## config.mk

```make
export PLATFORM = sky130hd
export DESIGN_NAME = svm_top
export DESIGN_NICKNAME = d
export VERILOG_FILES = /design/src/rtl/svm_pkg.sv /design/src/rtl/svm_regs.sv /design/src/rtl/duty_to_compare.sv /design/src/rtl/carrier_pwm.sv /design/src/rtl/svm_top.sv
export SDC_FILE = /design/constraint.sdc
export NUM_CORES = 1
export LEC_CHECK = 0
export BUFFER_PORTS_ARGS = -buffer_cell sky130_fd_sc_hd__buf_2
export CORE_MARGIN = 5
export CORE_UTILIZATION = 60
export DETAILED_ROUTE_END_ITERATION = 7
export PLACE_DENSITY_LB_ADDON = 0.12
export SYNTH_ARGS = -nofsm -noshare
export SYNTH_HDL_FRONTEND = slang
export SYNTH_HIERARCHICAL = 1
export SYNTH_SLANG_ARGS = --single-unit
```

## constraint.sdc

```tcl
create_clock -name clk -period 8.1 [get_ports clk]
set_input_delay 0.405 -clock clk [delete_from_list [all_inputs] [get_ports clk]]
set_output_delay 0.405 -clock clk [all_outputs]
set_load 0.05 [all_outputs]
```

## src/rtl/svm_pkg.sv

```systemverilog
package svm_pkg;

    // datapath width for duty, period and threshold words
    localparam int unsigned d_width = 16;

    // wishbone word address width
    localparam int unsigned adr_width = 3;

    // register map
    localparam logic [adr_width-1:0] adr_va     = 3'd0;
    localparam logic [adr_width-1:0] adr_vb     = 3'd1;
    localparam logic [adr_width-1:0] adr_vc     = 3'd2;
    localparam logic [adr_width-1:0] adr_top    = 3'd3;
    localparam logic [adr_width-1:0] adr_ctrl   = 3'd4;
    localparam logic [adr_width-1:0] adr_status = 3'd5;

    // control register bits, load clears itself
    localparam int unsigned ctrl_run  = 0;
    localparam int unsigned ctrl_load = 1;

    // full-scale duty reference used by the threshold rule
    localparam logic [d_width-1:0] duty_full = 16'h7fff;

    typedef struct packed {
        logic                 cyc;
        logic                 stb;
        logic                 we;
        logic [adr_width-1:0] adr;
        logic [d_width-1:0]   dat;
    } wb_req_t;

    typedef struct packed {
        logic               ack;
        logic [d_width-1:0] dat;
    } wb_rsp_t;

    // duty words plus carrier half-period, decode to execute
    typedef struct packed {
        logic [d_width-1:0] va;
        logic [d_width-1:0] vb;
        logic [d_width-1:0] vc;
        logic [d_width-1:0] top;
    } duty_set_t;

    // compare thresholds plus half-period, execute to result
    typedef struct packed {
        logic [d_width-1:0] ta;
        logic [d_width-1:0] tb;
        logic [d_width-1:0] tc;
        logic [d_width-1:0] top;
    } thr_set_t;

endpackage

```

## src/rtl/svm_regs.sv

```systemverilog
module svm_regs (
    input  logic               clk,
    input  logic               rstb,
    input  svm_pkg::wb_req_t   wb_in,
    output svm_pkg::wb_rsp_t   wb_out,
    output svm_pkg::duty_set_t duty,
    output logic               load_req,
    input  logic               exec_idle,
    input  logic               running,
    output logic               run
);
    import svm_pkg::*;

    duty_set_t          duty_q;
    logic               run_q;
    logic               load_pending;
    logic               ack_q;
    logic [d_width-1:0] rdat_q;
    logic [d_width-1:0] rdat_mux;
    logic [d_width-1:0] ctrl_word;
    logic [d_width-1:0] status_word;
    logic               active;
    logic               accept;
    logic               busy;

    // classic cycle, one ack per request
    assign active = wb_in.cyc & wb_in.stb;
    assign accept = active & ~ack_q;

    // busy covers the whole load path, not just the sequencer
    assign busy = ~exec_idle | load_pending | load_req;

    always_comb begin
        ctrl_word = '0;
        ctrl_word[ctrl_run] = run_q;
    end

    always_comb begin
        status_word = '0;
        status_word[0] = busy;
        status_word[1] = running;
    end

    // read mux, unmapped addresses give 0
    always_comb begin
        case (wb_in.adr)
            adr_va:     rdat_mux = duty_q.va;
            adr_vb:     rdat_mux = duty_q.vb;
            adr_vc:     rdat_mux = duty_q.vc;
            adr_top:    rdat_mux = duty_q.top;
            adr_ctrl:   rdat_mux = ctrl_word;
            adr_status: rdat_mux = status_word;
            default:    rdat_mux = '0;
        endcase
    end

    always_ff @(posedge clk) begin
        if (!rstb) begin
            ack_q        <= 1'b0;
            duty_q       <= '0;
            run_q        <= 1'b0;
            load_pending <= 1'b0;
            load_req     <= 1'b0;
        end else begin
            ack_q <= accept;

            // hold the load until the execute stage can take it
            load_req <= load_pending & exec_idle;
            if (load_pending && exec_idle) begin
                load_pending <= 1'b0;
            end

            if (accept && wb_in.we) begin
                case (wb_in.adr)
                    adr_va:  duty_q.va  <= wb_in.dat;
                    adr_vb:  duty_q.vb  <= wb_in.dat;
                    adr_vc:  duty_q.vc  <= wb_in.dat;
                    adr_top: duty_q.top <= wb_in.dat;
                    adr_ctrl: begin
                        run_q <= wb_in.dat[ctrl_run];
                        if (wb_in.dat[ctrl_load]) begin
                            load_pending <= 1'b1;
                        end
                    end
                    default: begin
                        // status and unmapped words are read only
                    end
                endcase
            end
        end
    end

    // read data is sampled on the same edge that raises ack
    always_ff @(posedge clk) begin
        if (accept) begin
            rdat_q <= rdat_mux;
        end
    end

    assign wb_out = '{ack: ack_q, dat: rdat_q};
    assign duty   = duty_q;
    assign run    = run_q;

    // the master must see a gap between two acks
    ack_single: assert property (@(posedge clk) disable iff (!rstb)
        wb_out.ack |=> !wb_out.ack)
        else $error("ack held for two cycles");

endmodule

```

## src/rtl/duty_to_compare.sv

```systemverilog
module duty_to_compare (
    input  logic               clk,
    input  logic               rstb,
    input  svm_pkg::duty_set_t duty,
    input  logic               load_req,
    output logic               idle,
    output svm_pkg::thr_set_t  thr,
    output logic               thr_valid,
    input  logic               thr_ready
);
    import svm_pkg::*;

    typedef enum logic [2:0] {
        st_idle,
        st_ph_a,
        st_ph_b,
        st_ph_c,
        st_offer
    } state_t;

    state_t               state;
    duty_set_t            duty_q;
    thr_set_t             thr_q;
    logic [d_width-1:0]   v_sel;
    logic [d_width-1:0]   diff;
    logic [2*d_width-1:0] prod;
    logic [d_width-1:0]   t_new;

    // one phase per cycle through the shared multiplier
    always_comb begin
        case (state)
            st_ph_a: v_sel = duty_q.va;
            st_ph_b: v_sel = duty_q.vb;
            st_ph_c: v_sel = duty_q.vc;
            default: v_sel = duty_full;
        endcase
    end

    // t = top * (full - v), upper half kept as the threshold
    assign diff  = duty_full - v_sel;
    assign prod  = duty_q.top * diff;
    assign t_new = prod[2*d_width-1:d_width];

    always_ff @(posedge clk) begin
        if (!rstb) begin
            state <= st_idle;
        end else begin
            case (state)
                st_idle:  if (load_req) state <= st_ph_a;
                st_ph_a:  state <= st_ph_b;
                st_ph_b:  state <= st_ph_c;
                st_ph_c:  state <= st_offer;
                st_offer: if (thr_ready) state <= st_idle;
                default:  state <= st_idle;
            endcase
        end
    end

    always_ff @(posedge clk) begin
        if (state == st_idle && load_req) begin
            duty_q <= duty;
        end
        case (state)
            st_ph_a: begin
                thr_q.ta  <= t_new;
                thr_q.top <= duty_q.top;
            end
            st_ph_b: thr_q.tb <= t_new;
            st_ph_c: thr_q.tc <= t_new;
            default: begin
            end
        endcase
    end

    assign idle      = (state == st_idle);
    assign thr_valid = (state == st_offer);
    assign thr       = thr_q;

    // the carrier may hold off the set for a whole period
    thr_hold: assert property (@(posedge clk) disable iff (!rstb)
        thr_valid && !thr_ready |=> thr_valid && $stable(thr))
        else $error("threshold set changed before transfer");

endmodule

```

## src/rtl/carrier_pwm.sv

```systemverilog
module carrier_pwm (
    input  logic              clk,
    input  logic              rstb,
    input  svm_pkg::thr_set_t thr,
    input  logic              thr_valid,
    output logic              thr_ready,
    input  logic              run,
    output logic              running,
    output logic              pwm_a,
    output logic              pwm_b,
    output logic              pwm_c,
    output logic              halt
);
    import svm_pkg::*;

    thr_set_t           act;
    logic [d_width-1:0] counter;
    logic [d_width-1:0] counter_nxt;
    logic               rising;
    logic               turn;
    logic               last;
    logic               armed;
    logic               take;

    // turn around at top on the way up and always step down when falling
    assign turn        = ~rising | (counter >= act.top);
    assign counter_nxt = turn ? counter - 1'b1 : counter + 1'b1;

    // final cycle of a period where the next count would be 0
    assign last = running & turn & (counter <= d_width'(1));

    // new sets only when idle or at the period boundary
    assign thr_ready = ~running | (run & last);
    assign take      = thr_valid & thr_ready;

    always_ff @(posedge clk) begin
        if (!rstb) begin
            counter <= '0;
            rising  <= 1'b1;
            running <= 1'b0;
            armed   <= 1'b0;
        end else if (!running) begin
            counter <= '0;
            rising  <= 1'b1;
            // start needs run plus a set loaded since the last stop
            if (run && (armed || thr_valid)) begin
                running <= 1'b1;
                armed   <= 1'b0;
            end else if (thr_valid) begin
                armed <= 1'b1;
            end
        end else if (last) begin
            counter <= '0;
            rising  <= 1'b1;
            if (!run) begin
                running <= 1'b0;
            end
        end else begin
            counter <= counter_nxt;
            rising  <= rising & ~turn;
        end
    end

    // active threshold set
    always_ff @(posedge clk) begin
        if (take) begin
            act <= thr;
        end
    end

    // center-aligned compare on the triangle carrier
    assign pwm_a = running & (counter >= act.ta);
    assign pwm_b = running & (counter >= act.tb);
    assign pwm_c = running & (counter >= act.tc);

    assign halt = (counter == '0);

    // a smaller top may only arrive while the count is at 0
    cnt_range: assert property (@(posedge clk) disable iff (!rstb)
        running |-> counter <= act.top)
        else $error("carrier count above active top");

endmodule

```

## src/rtl/svm_top.sv

```systemverilog
module svm_top (
    input  logic             clk,
    input  logic             rstb,
    input  svm_pkg::wb_req_t wb_in,
    output svm_pkg::wb_rsp_t wb_out,
    output logic             pwm_a,
    output logic             pwm_b,
    output logic             pwm_c,
    output logic             halt
);
    import svm_pkg::*;

    // decode to execute
    duty_set_t duty;
    logic      load_req;
    logic      exec_idle;

    // execute to result
    thr_set_t  thr;
    logic      thr_valid;
    logic      thr_ready;

    // run control and status
    logic      run;
    logic      running;

    svm_regs u_regs (
        .clk       (clk),
        .rstb      (rstb),
        .wb_in     (wb_in),
        .wb_out    (wb_out),
        .duty      (duty),
        .load_req  (load_req),
        .exec_idle (exec_idle),
        .running   (running),
        .run       (run)
    );

    duty_to_compare u_exec (
        .clk       (clk),
        .rstb      (rstb),
        .duty      (duty),
        .load_req  (load_req),
        .idle      (exec_idle),
        .thr       (thr),
        .thr_valid (thr_valid),
        .thr_ready (thr_ready)
    );

    carrier_pwm u_pwm (
        .clk       (clk),
        .rstb      (rstb),
        .thr       (thr),
        .thr_valid (thr_valid),
        .thr_ready (thr_ready),
        .run       (run),
        .running   (running),
        .pwm_a     (pwm_a),
        .pwm_b     (pwm_b),
        .pwm_c     (pwm_c),
        .halt      (halt)
    );

endmodule

```

# == After elaboration in Yosys (flattened, before gate mapping) ==
# Index checks and enable logic that the tools add are counted.
# word_totals
register_bits,298
latch_bits,0
ram_bits,0
rom_bits,0
output_inout_bits,21
elab_cells,100
memories,0
# classes
add_sub_neg,3
multipliers,1
div_mod_pow,0
n_lt_le_gt_ge,5
eq_ne,11
n_shift,0
mux,16
bitwise_logic,21
n_reduce_logical,17
# ops
op,n
16-bit case mux with 6 select lines,1
16-bit greater-or-equal comparator,4
16-bit case mux with 3 select lines,1
16-bit by 16-bit multiplier with 32-bit output,1
"16-bit by 1-bit adder with 16-bit output, second input constant",1
"16-bit by 1-bit <= comparator with 1-bit output, second input constant",1
16-bit logical NOT,1
16-bit 2-to-1 mux,1
"15-bit by 16-bit subtractor with 16-bit output, first input constant",1
"16-bit by 1-bit subtractor with 16-bit output, second input constant",1
3-bit case mux with 5 select lines,1
2-bit AND reduction,7
"3-bit by 2-bit == test with 1-bit output, second input constant",4
1-bit bitwise AND,11
1-bit 2-to-1 mux,10
"3-bit == test, second input constant",3
"3-bit by 1-bit == test with 1-bit output, second input constant",2
3-bit logical NOT,2
3-bit 2-to-1 mux,2
1-bit NOT,6
1-bit logical AND,4
1-bit OR,4
3-bit OR reduction,1
"2-bit by 1-bit inequality test with 1-bit output, second input constant",1
other kinds (3),3

# == Depth between registers and ports, before layout ==
# logic_depth
word_depth,8
depth_mapped,28
mapped_depth_nobuf,25

# == Modules after synthesis ==
# Netlist, hierarchy kept.
# by_module_without_submodules
mod,n_inst,cells_each,area_per_inst_um2,seq_area_each_um2
duty_to_compare,1,1212,13026.2,3903.7
carrier_pwm,1,453,4889.7,2302.2
svm_regs,1,307,3542.1,1841.8

# == Worst setup path before layout ==
# No wires, ideal clock.
# synth_timing
path_type,reg2reg
start,reg u_exec.state[1]
end,"reg u_exec.thr_q (netlist bit u_exec/thr[29]), data pin"
setup_ns,0.292
arrival_time_ns,6.606
t_required_ns,7.808
setup_slack_ns,1.202
stages_incl_launch_ff,26
n_path_buf,3
cell_sequence,dfxtp_1 -> buf_1 -> buf_2 -> a21oi_1 -> nor2_1 -> clkbuf_1 -> nand2_1 -> fa_1 -> inv_1 -> fa_1 -> inv_1 -> fa_1 -> inv_1 -> fa_1 -> fa_1 -> inv_1 -> fa_1 -> inv_1 -> ha_1 -> and4_1 -> nor2b_1 -> o311ai_2 -> a31oi_4 -> o311ai_2 -> nor4b_4 -> a311oi_2
# synth_via
elab_chain_len,4
elab_cells_between_ends,6
cone_classes,add/sub: 1; mul: 1; eq/ne: 3; mux: 1
# synth_rtl
element,line_no,rtl
"start, declared",duty_to_compare.sv:21,state_t state;
"start signal, assigned",duty_to_compare.sv:46,state <= st_idle;
"start signal, assigned",duty_to_compare.sv:49,st_idle: if (load_req) state <= st_ph_a;
"start signal, assigned",duty_to_compare.sv:50,st_ph_a: state <= st_ph_b;
3-bit by 2-bit == test with 1-bit output or 3-bit by 1-bit == test with 1-bit output (tied branches),duty_to_compare.sv:31,case (state)
16-bit case mux with 3 select lines *,duty_to_compare.sv:31,
15-bit by 16-bit subtractor with 16-bit output *,duty_to_compare.sv:40,assign diff = duty_full - v_sel;
16-bit by 16-bit multiplier with 32-bit output *,duty_to_compare.sv:41,assign prod = duty_q.top * diff;
via u_exec.prod[29],duty_to_compare.sv:26,logic [2*d_width-1:0] prod;
"end, declared",duty_to_compare.sv:23,thr_set_t thr_q;
# Mark *: on every way through the listed nets, which the timed path passes. The rest lies on a longest branch.
# A chain may end at the register's enable or synchronous reset.

# == Worst setup path in the final report ==
# layout_timing
start,reg u_exec.state[0]
end,"reg u_exec.thr_q (netlist bit u_exec/thr[25]), data pin"
# Same word-level chain as after synthesis.

==> results.sh <==
export IMPL_synth_area_leaders="edfxtp_1 29%, fa_1 18%, ha_1 9.9%"
export IMPL_r2r_end="u_exec/thr[25]"
export IMPL_tightest_slew_ns=1.231
export IMPL_p_seq_share_pct=53.0
export IMPL_synthSimpleGateAreaFrac_pct=13.58
export IMPL_ys_warn_count=6
export IMPL_syn_inst=1972
export IMPL_worst_ep_arrival_time_ns=7.70
export IMPL_syn_area_mm2=0.02146
export IMPL_p_clk_share_pct=44.8
export IMPL_post_drt_wl_per_cell_um=19.64
export IMPL_dp_cells=2417
export IMPL_synth_cell_type_count=80
export IMPL_irDropWorstVdd_uv=183.8
export IMPL_synth_async_sr_flop_share_pct=0
export IMPL_via_per_inst=5.762
export IMPL_grt_max_degree=91
export IMPL_gp_congestion=0.8980
export IMPL_synthAdderAreaFrac_pct=27.86
export IMPL_num_rows=69
export IMPL_grt_pass1_wl_um=78930
export IMPL_relSlewSlack_pct=17.95
export IMPL_synth_top_family_by_area="adder cells"
export IMPL_core_area_mm2=0.03540
export IMPL_start_util_pct=60.62
export IMPL_clock_sinks=298
export IMPL_dieArea_mm2=0.03964
export IMPL_synth_nets=2358
export IMPL_antenna_found_initial=0
export IMPL_hold_buffers=0
export IMPL_num_antenna_cells=0
export IMPL_nets=2373
export IMPL_crit_required_ns=8.40
export IMPL_drive_gt1_share_pct=8.010
export IMPL_die_x_um=199.1
export IMPL_worstHoldPathType="primary input to flip-flop"
export IMPL_crit_fanout=16
export IMPL_power_density_mw_per_mm2=132.6
export IMPL_ant_nets=0
export IMPL_yosys_area_share_xor_xnor_pct=0.8571
export IMPL_die_y_um=199.1
export IMPL_synth_edf_count=208
export IMPL_seq_area_frac_synth_pct=37.50
export IMPL_synth_top_area_share_pct=29.11
export IMPL_layout_min_cycle_time_ns=7.401
export IMPL_grt_ovfl_total=0
export IMPL_clock_fmax_ghz=0.1351
export IMPL_final_util_pct=65.16
export IMPL_intPower_mw=2.437
export IMPL_dp_hpwl_um=35930
export IMPL_cts_resized=0
export IMPL_synth_avg_cell_area_um2=10.88
export IMPL_p_sw_share_pct=20.35
export IMPL_endpoint="u_exec/thr[25]"
export IMPL_finalClockSkew_ns=0.01594
export IMPL_synth_top_cell_by_area="edfxtp_1"
export IMPL_ff2ff_path_depth=25
export IMPL_ys_ff_latch=298
export IMPL_drt_first_pass_iters=6
export IMPL_synth_ff_type="edfxtp_1"
export IMPL_worstSetupPathType="flip-flop to flip-flop"
export IMPL_cp_end_kind="flip-flop"
export IMPL_p_sw_mw=0.6227
export IMPL_rrSetupSlack_ns=0.70
export IMPL_cts_tree="yes"
export IMPL_stdcell_area_mm2=0.02306
export IMPL_io_buffers=44
export IMPL_cts_max_level=1
export IMPL_synth_mux_area_share_pct=6.047
export IMPL_max_cap_violations=0
export IMPL_cts_root_buffer="clkbuf_16"
export IMPL_finalSetupTns_ns=0
export IMPL_drv_slew=0
export IMPL_grt_pass1_vias=14700
export IMPL_status="finished clean"
export IMPL_first_iter_violations=886
export IMPL_rsz0062_at_grt="false"
export IMPL_timing_rr_start="u_exec/state[0]"
export IMPL_setup_viol=0
export IMPL_drt_wl_total_um=48540
export IMPL_worst_hold_slack_ns=0.1687
export IMPL_final_cells=2471
export IMPL_drc_errors=0
export IMPL_p_leak_nw=10.36
export IMPL_placed_area_mm2=0.02209
export IMPL_critPathLaunchType="flip-flop"
export IMPL_cts_buffer_depth=3
export IMPL_grtUsageTotal_pct=25.20
export IMPL_cts_buffers_inserted=29
export IMPL_syn_to_final_growth_pct=7.487
export IMPL_postCtsSetupRepairBufs=0
export IMPL_final_common_cell="inv_1"
export IMPL_fin_crit_sh_pct=91.36
export IMPL_crit_path_start="u_exec/state[0]"
export IMPL_synth_compound_area_share_pct=6.781
export IMPL_ioPinCount=45
export IMPL_final_cell_mix="310 x inv_1, 242 x nand2_1, 208 x edfxtp_1, 193 x fa_1, 169 x ha_1"
export IMPL_hold_viol=0
export IMPL_vias=14240
export IMPL_clk_pin_slew_ns=0.06
export IMPL_clk_latency_ns=0.56
export IMPL_p_comb_share_pct=2.2
## kinds of logic (layout without fill, tap and decap cells)
group	after synthesis	after routing
AND/OR/NAND/NOR	577	577
multiplexers	109	109
flip-flops	298	298
buffers and inverters	399	437
XOR/XNOR	21	21
adder cells (fa/ha/maj)	362	362
AO/OA/AOI/OAI	206	206
## cells in the mapped netlist (all sizes together), types with 4 or more instances
cell type	n
a211o	4
a211oi	11
a21o	29
a21oi	59
a311oi	4
a31oi	8
a32oi	12
and2	137
and3	7
and4	8
buf	25
clkbuf	64
dfxtp	90
edfxtp	208
fa	193
ha	169
inv	310
mux2	5
mux2i	88
mux4	16
nand2	242
nand2b	11
nand3	24
nand4	17
nor2	65
nor2b	18
nor3	12
nor3b	4
nor4	8
nor4b	4
o21a	10
o21ai	31
o21bai	5
o31ai	6
or2	4
or3	6
or4	4
xnor2	13
xor2	8
## worst min-delay path by stage
stage,start,endpoint,slack (ns),depth (start not counted)
after detailed placement,u_exec/thr[16],u_pwm/act[16],0.40,0
after CTS,wb_in[1],u_regs/load_pending,0.15,2
final,wb_in[1],u_regs/load_pending,0.17,2
after global placement,u_exec/thr[22],u_pwm/act[22],0.40,0
after global routing,wb_in[1],u_regs/load_pending,0.14,2
after floorplan,u_exec/thr[0],u_pwm/act[0],0.40,0
## critical path, cell delays in order (launching register included)
cell and delay (ns):
dfxtp_1 0.64, buf_4 0.33, mux2i_1 0.21, a21oi_1 0.10
nor2_1 0.13, buf_4 0.25, nand2_1 0.11, fa_1 0.58
inv_1 0.05, fa_1 0.50, inv_1 0.06, fa_1 0.53
inv_1 0.05, fa_1 0.45, fa_1 0.49, inv_1 0.04
fa_1 0.47, inv_1 0.04, ha_1 0.34, a21oi_1 0.15
o21ai_0 0.22, o311ai_2 0.40, a31oi_4 0.07, o31ai_2 0.43
nor2_1 0.10, a211oi_1 0.39
## power groups by stage
stage	Sequential (mW)	Clock [mW]	Combinational, mW
after floorplan	1.66	0	0.0367
after global placement	1.65	0	0.0679
after detailed placement	1.65	0	0.0687
after CTS	1.62	1.39	0.0691
after global routing	1.62	1.47	0.0737
final	1.62	1.37	0.0686
## per-layer routing
metal  global-route usage (%)  vias to the layer above  part of all wire [%]
li1                         -                     6590                     -
met1                    34.88                     7147                    42
met2                    42.53                      407                    49
met3                    3.102                       95                   5.3
met4                    7.042                        0                   3.1
met5                        0                        -                     0
## layout make-up
type | count | area (um^2)
tap | 461 | 576.8
clock inverter | 18 | 207.7
inverter | 310 | 1164
clock buffer | 36 | 762.0
multi-input combinational | 1275 | 11870
sequential | 298 | 8048
fill | 2798 | 12330
timing repair buffer | 73 | 437.9
## stage by stage
stage	power, mW	setup slack, ns
6_report	3.059	0.6995
5_1_grt	3.166	0.2762
4_1_cts	3.085	0.7465
3_5_place_dp	1.723	0.7656
3_3_place_gp	1.722	0.9723
2_1_floorplan	1.701	1.202
## flip-flops by register name, indices dropped and copies added, names as in the netlist
signal and count:
u_exec/duty_q 64, u_exec/state 3, u_exec/thr 64, u_pwm/act 64
u_pwm/armed 1, u_pwm/counter 16, u_pwm/rising 1, u_pwm/running 1
u_regs/ack_q 1, u_regs/duty 64, u_regs/load_pending 1, u_regs/load_req 1
u_regs/rdat_q 16, u_regs/run 1
Note: power is estimated with default switching activity, not from simulation.
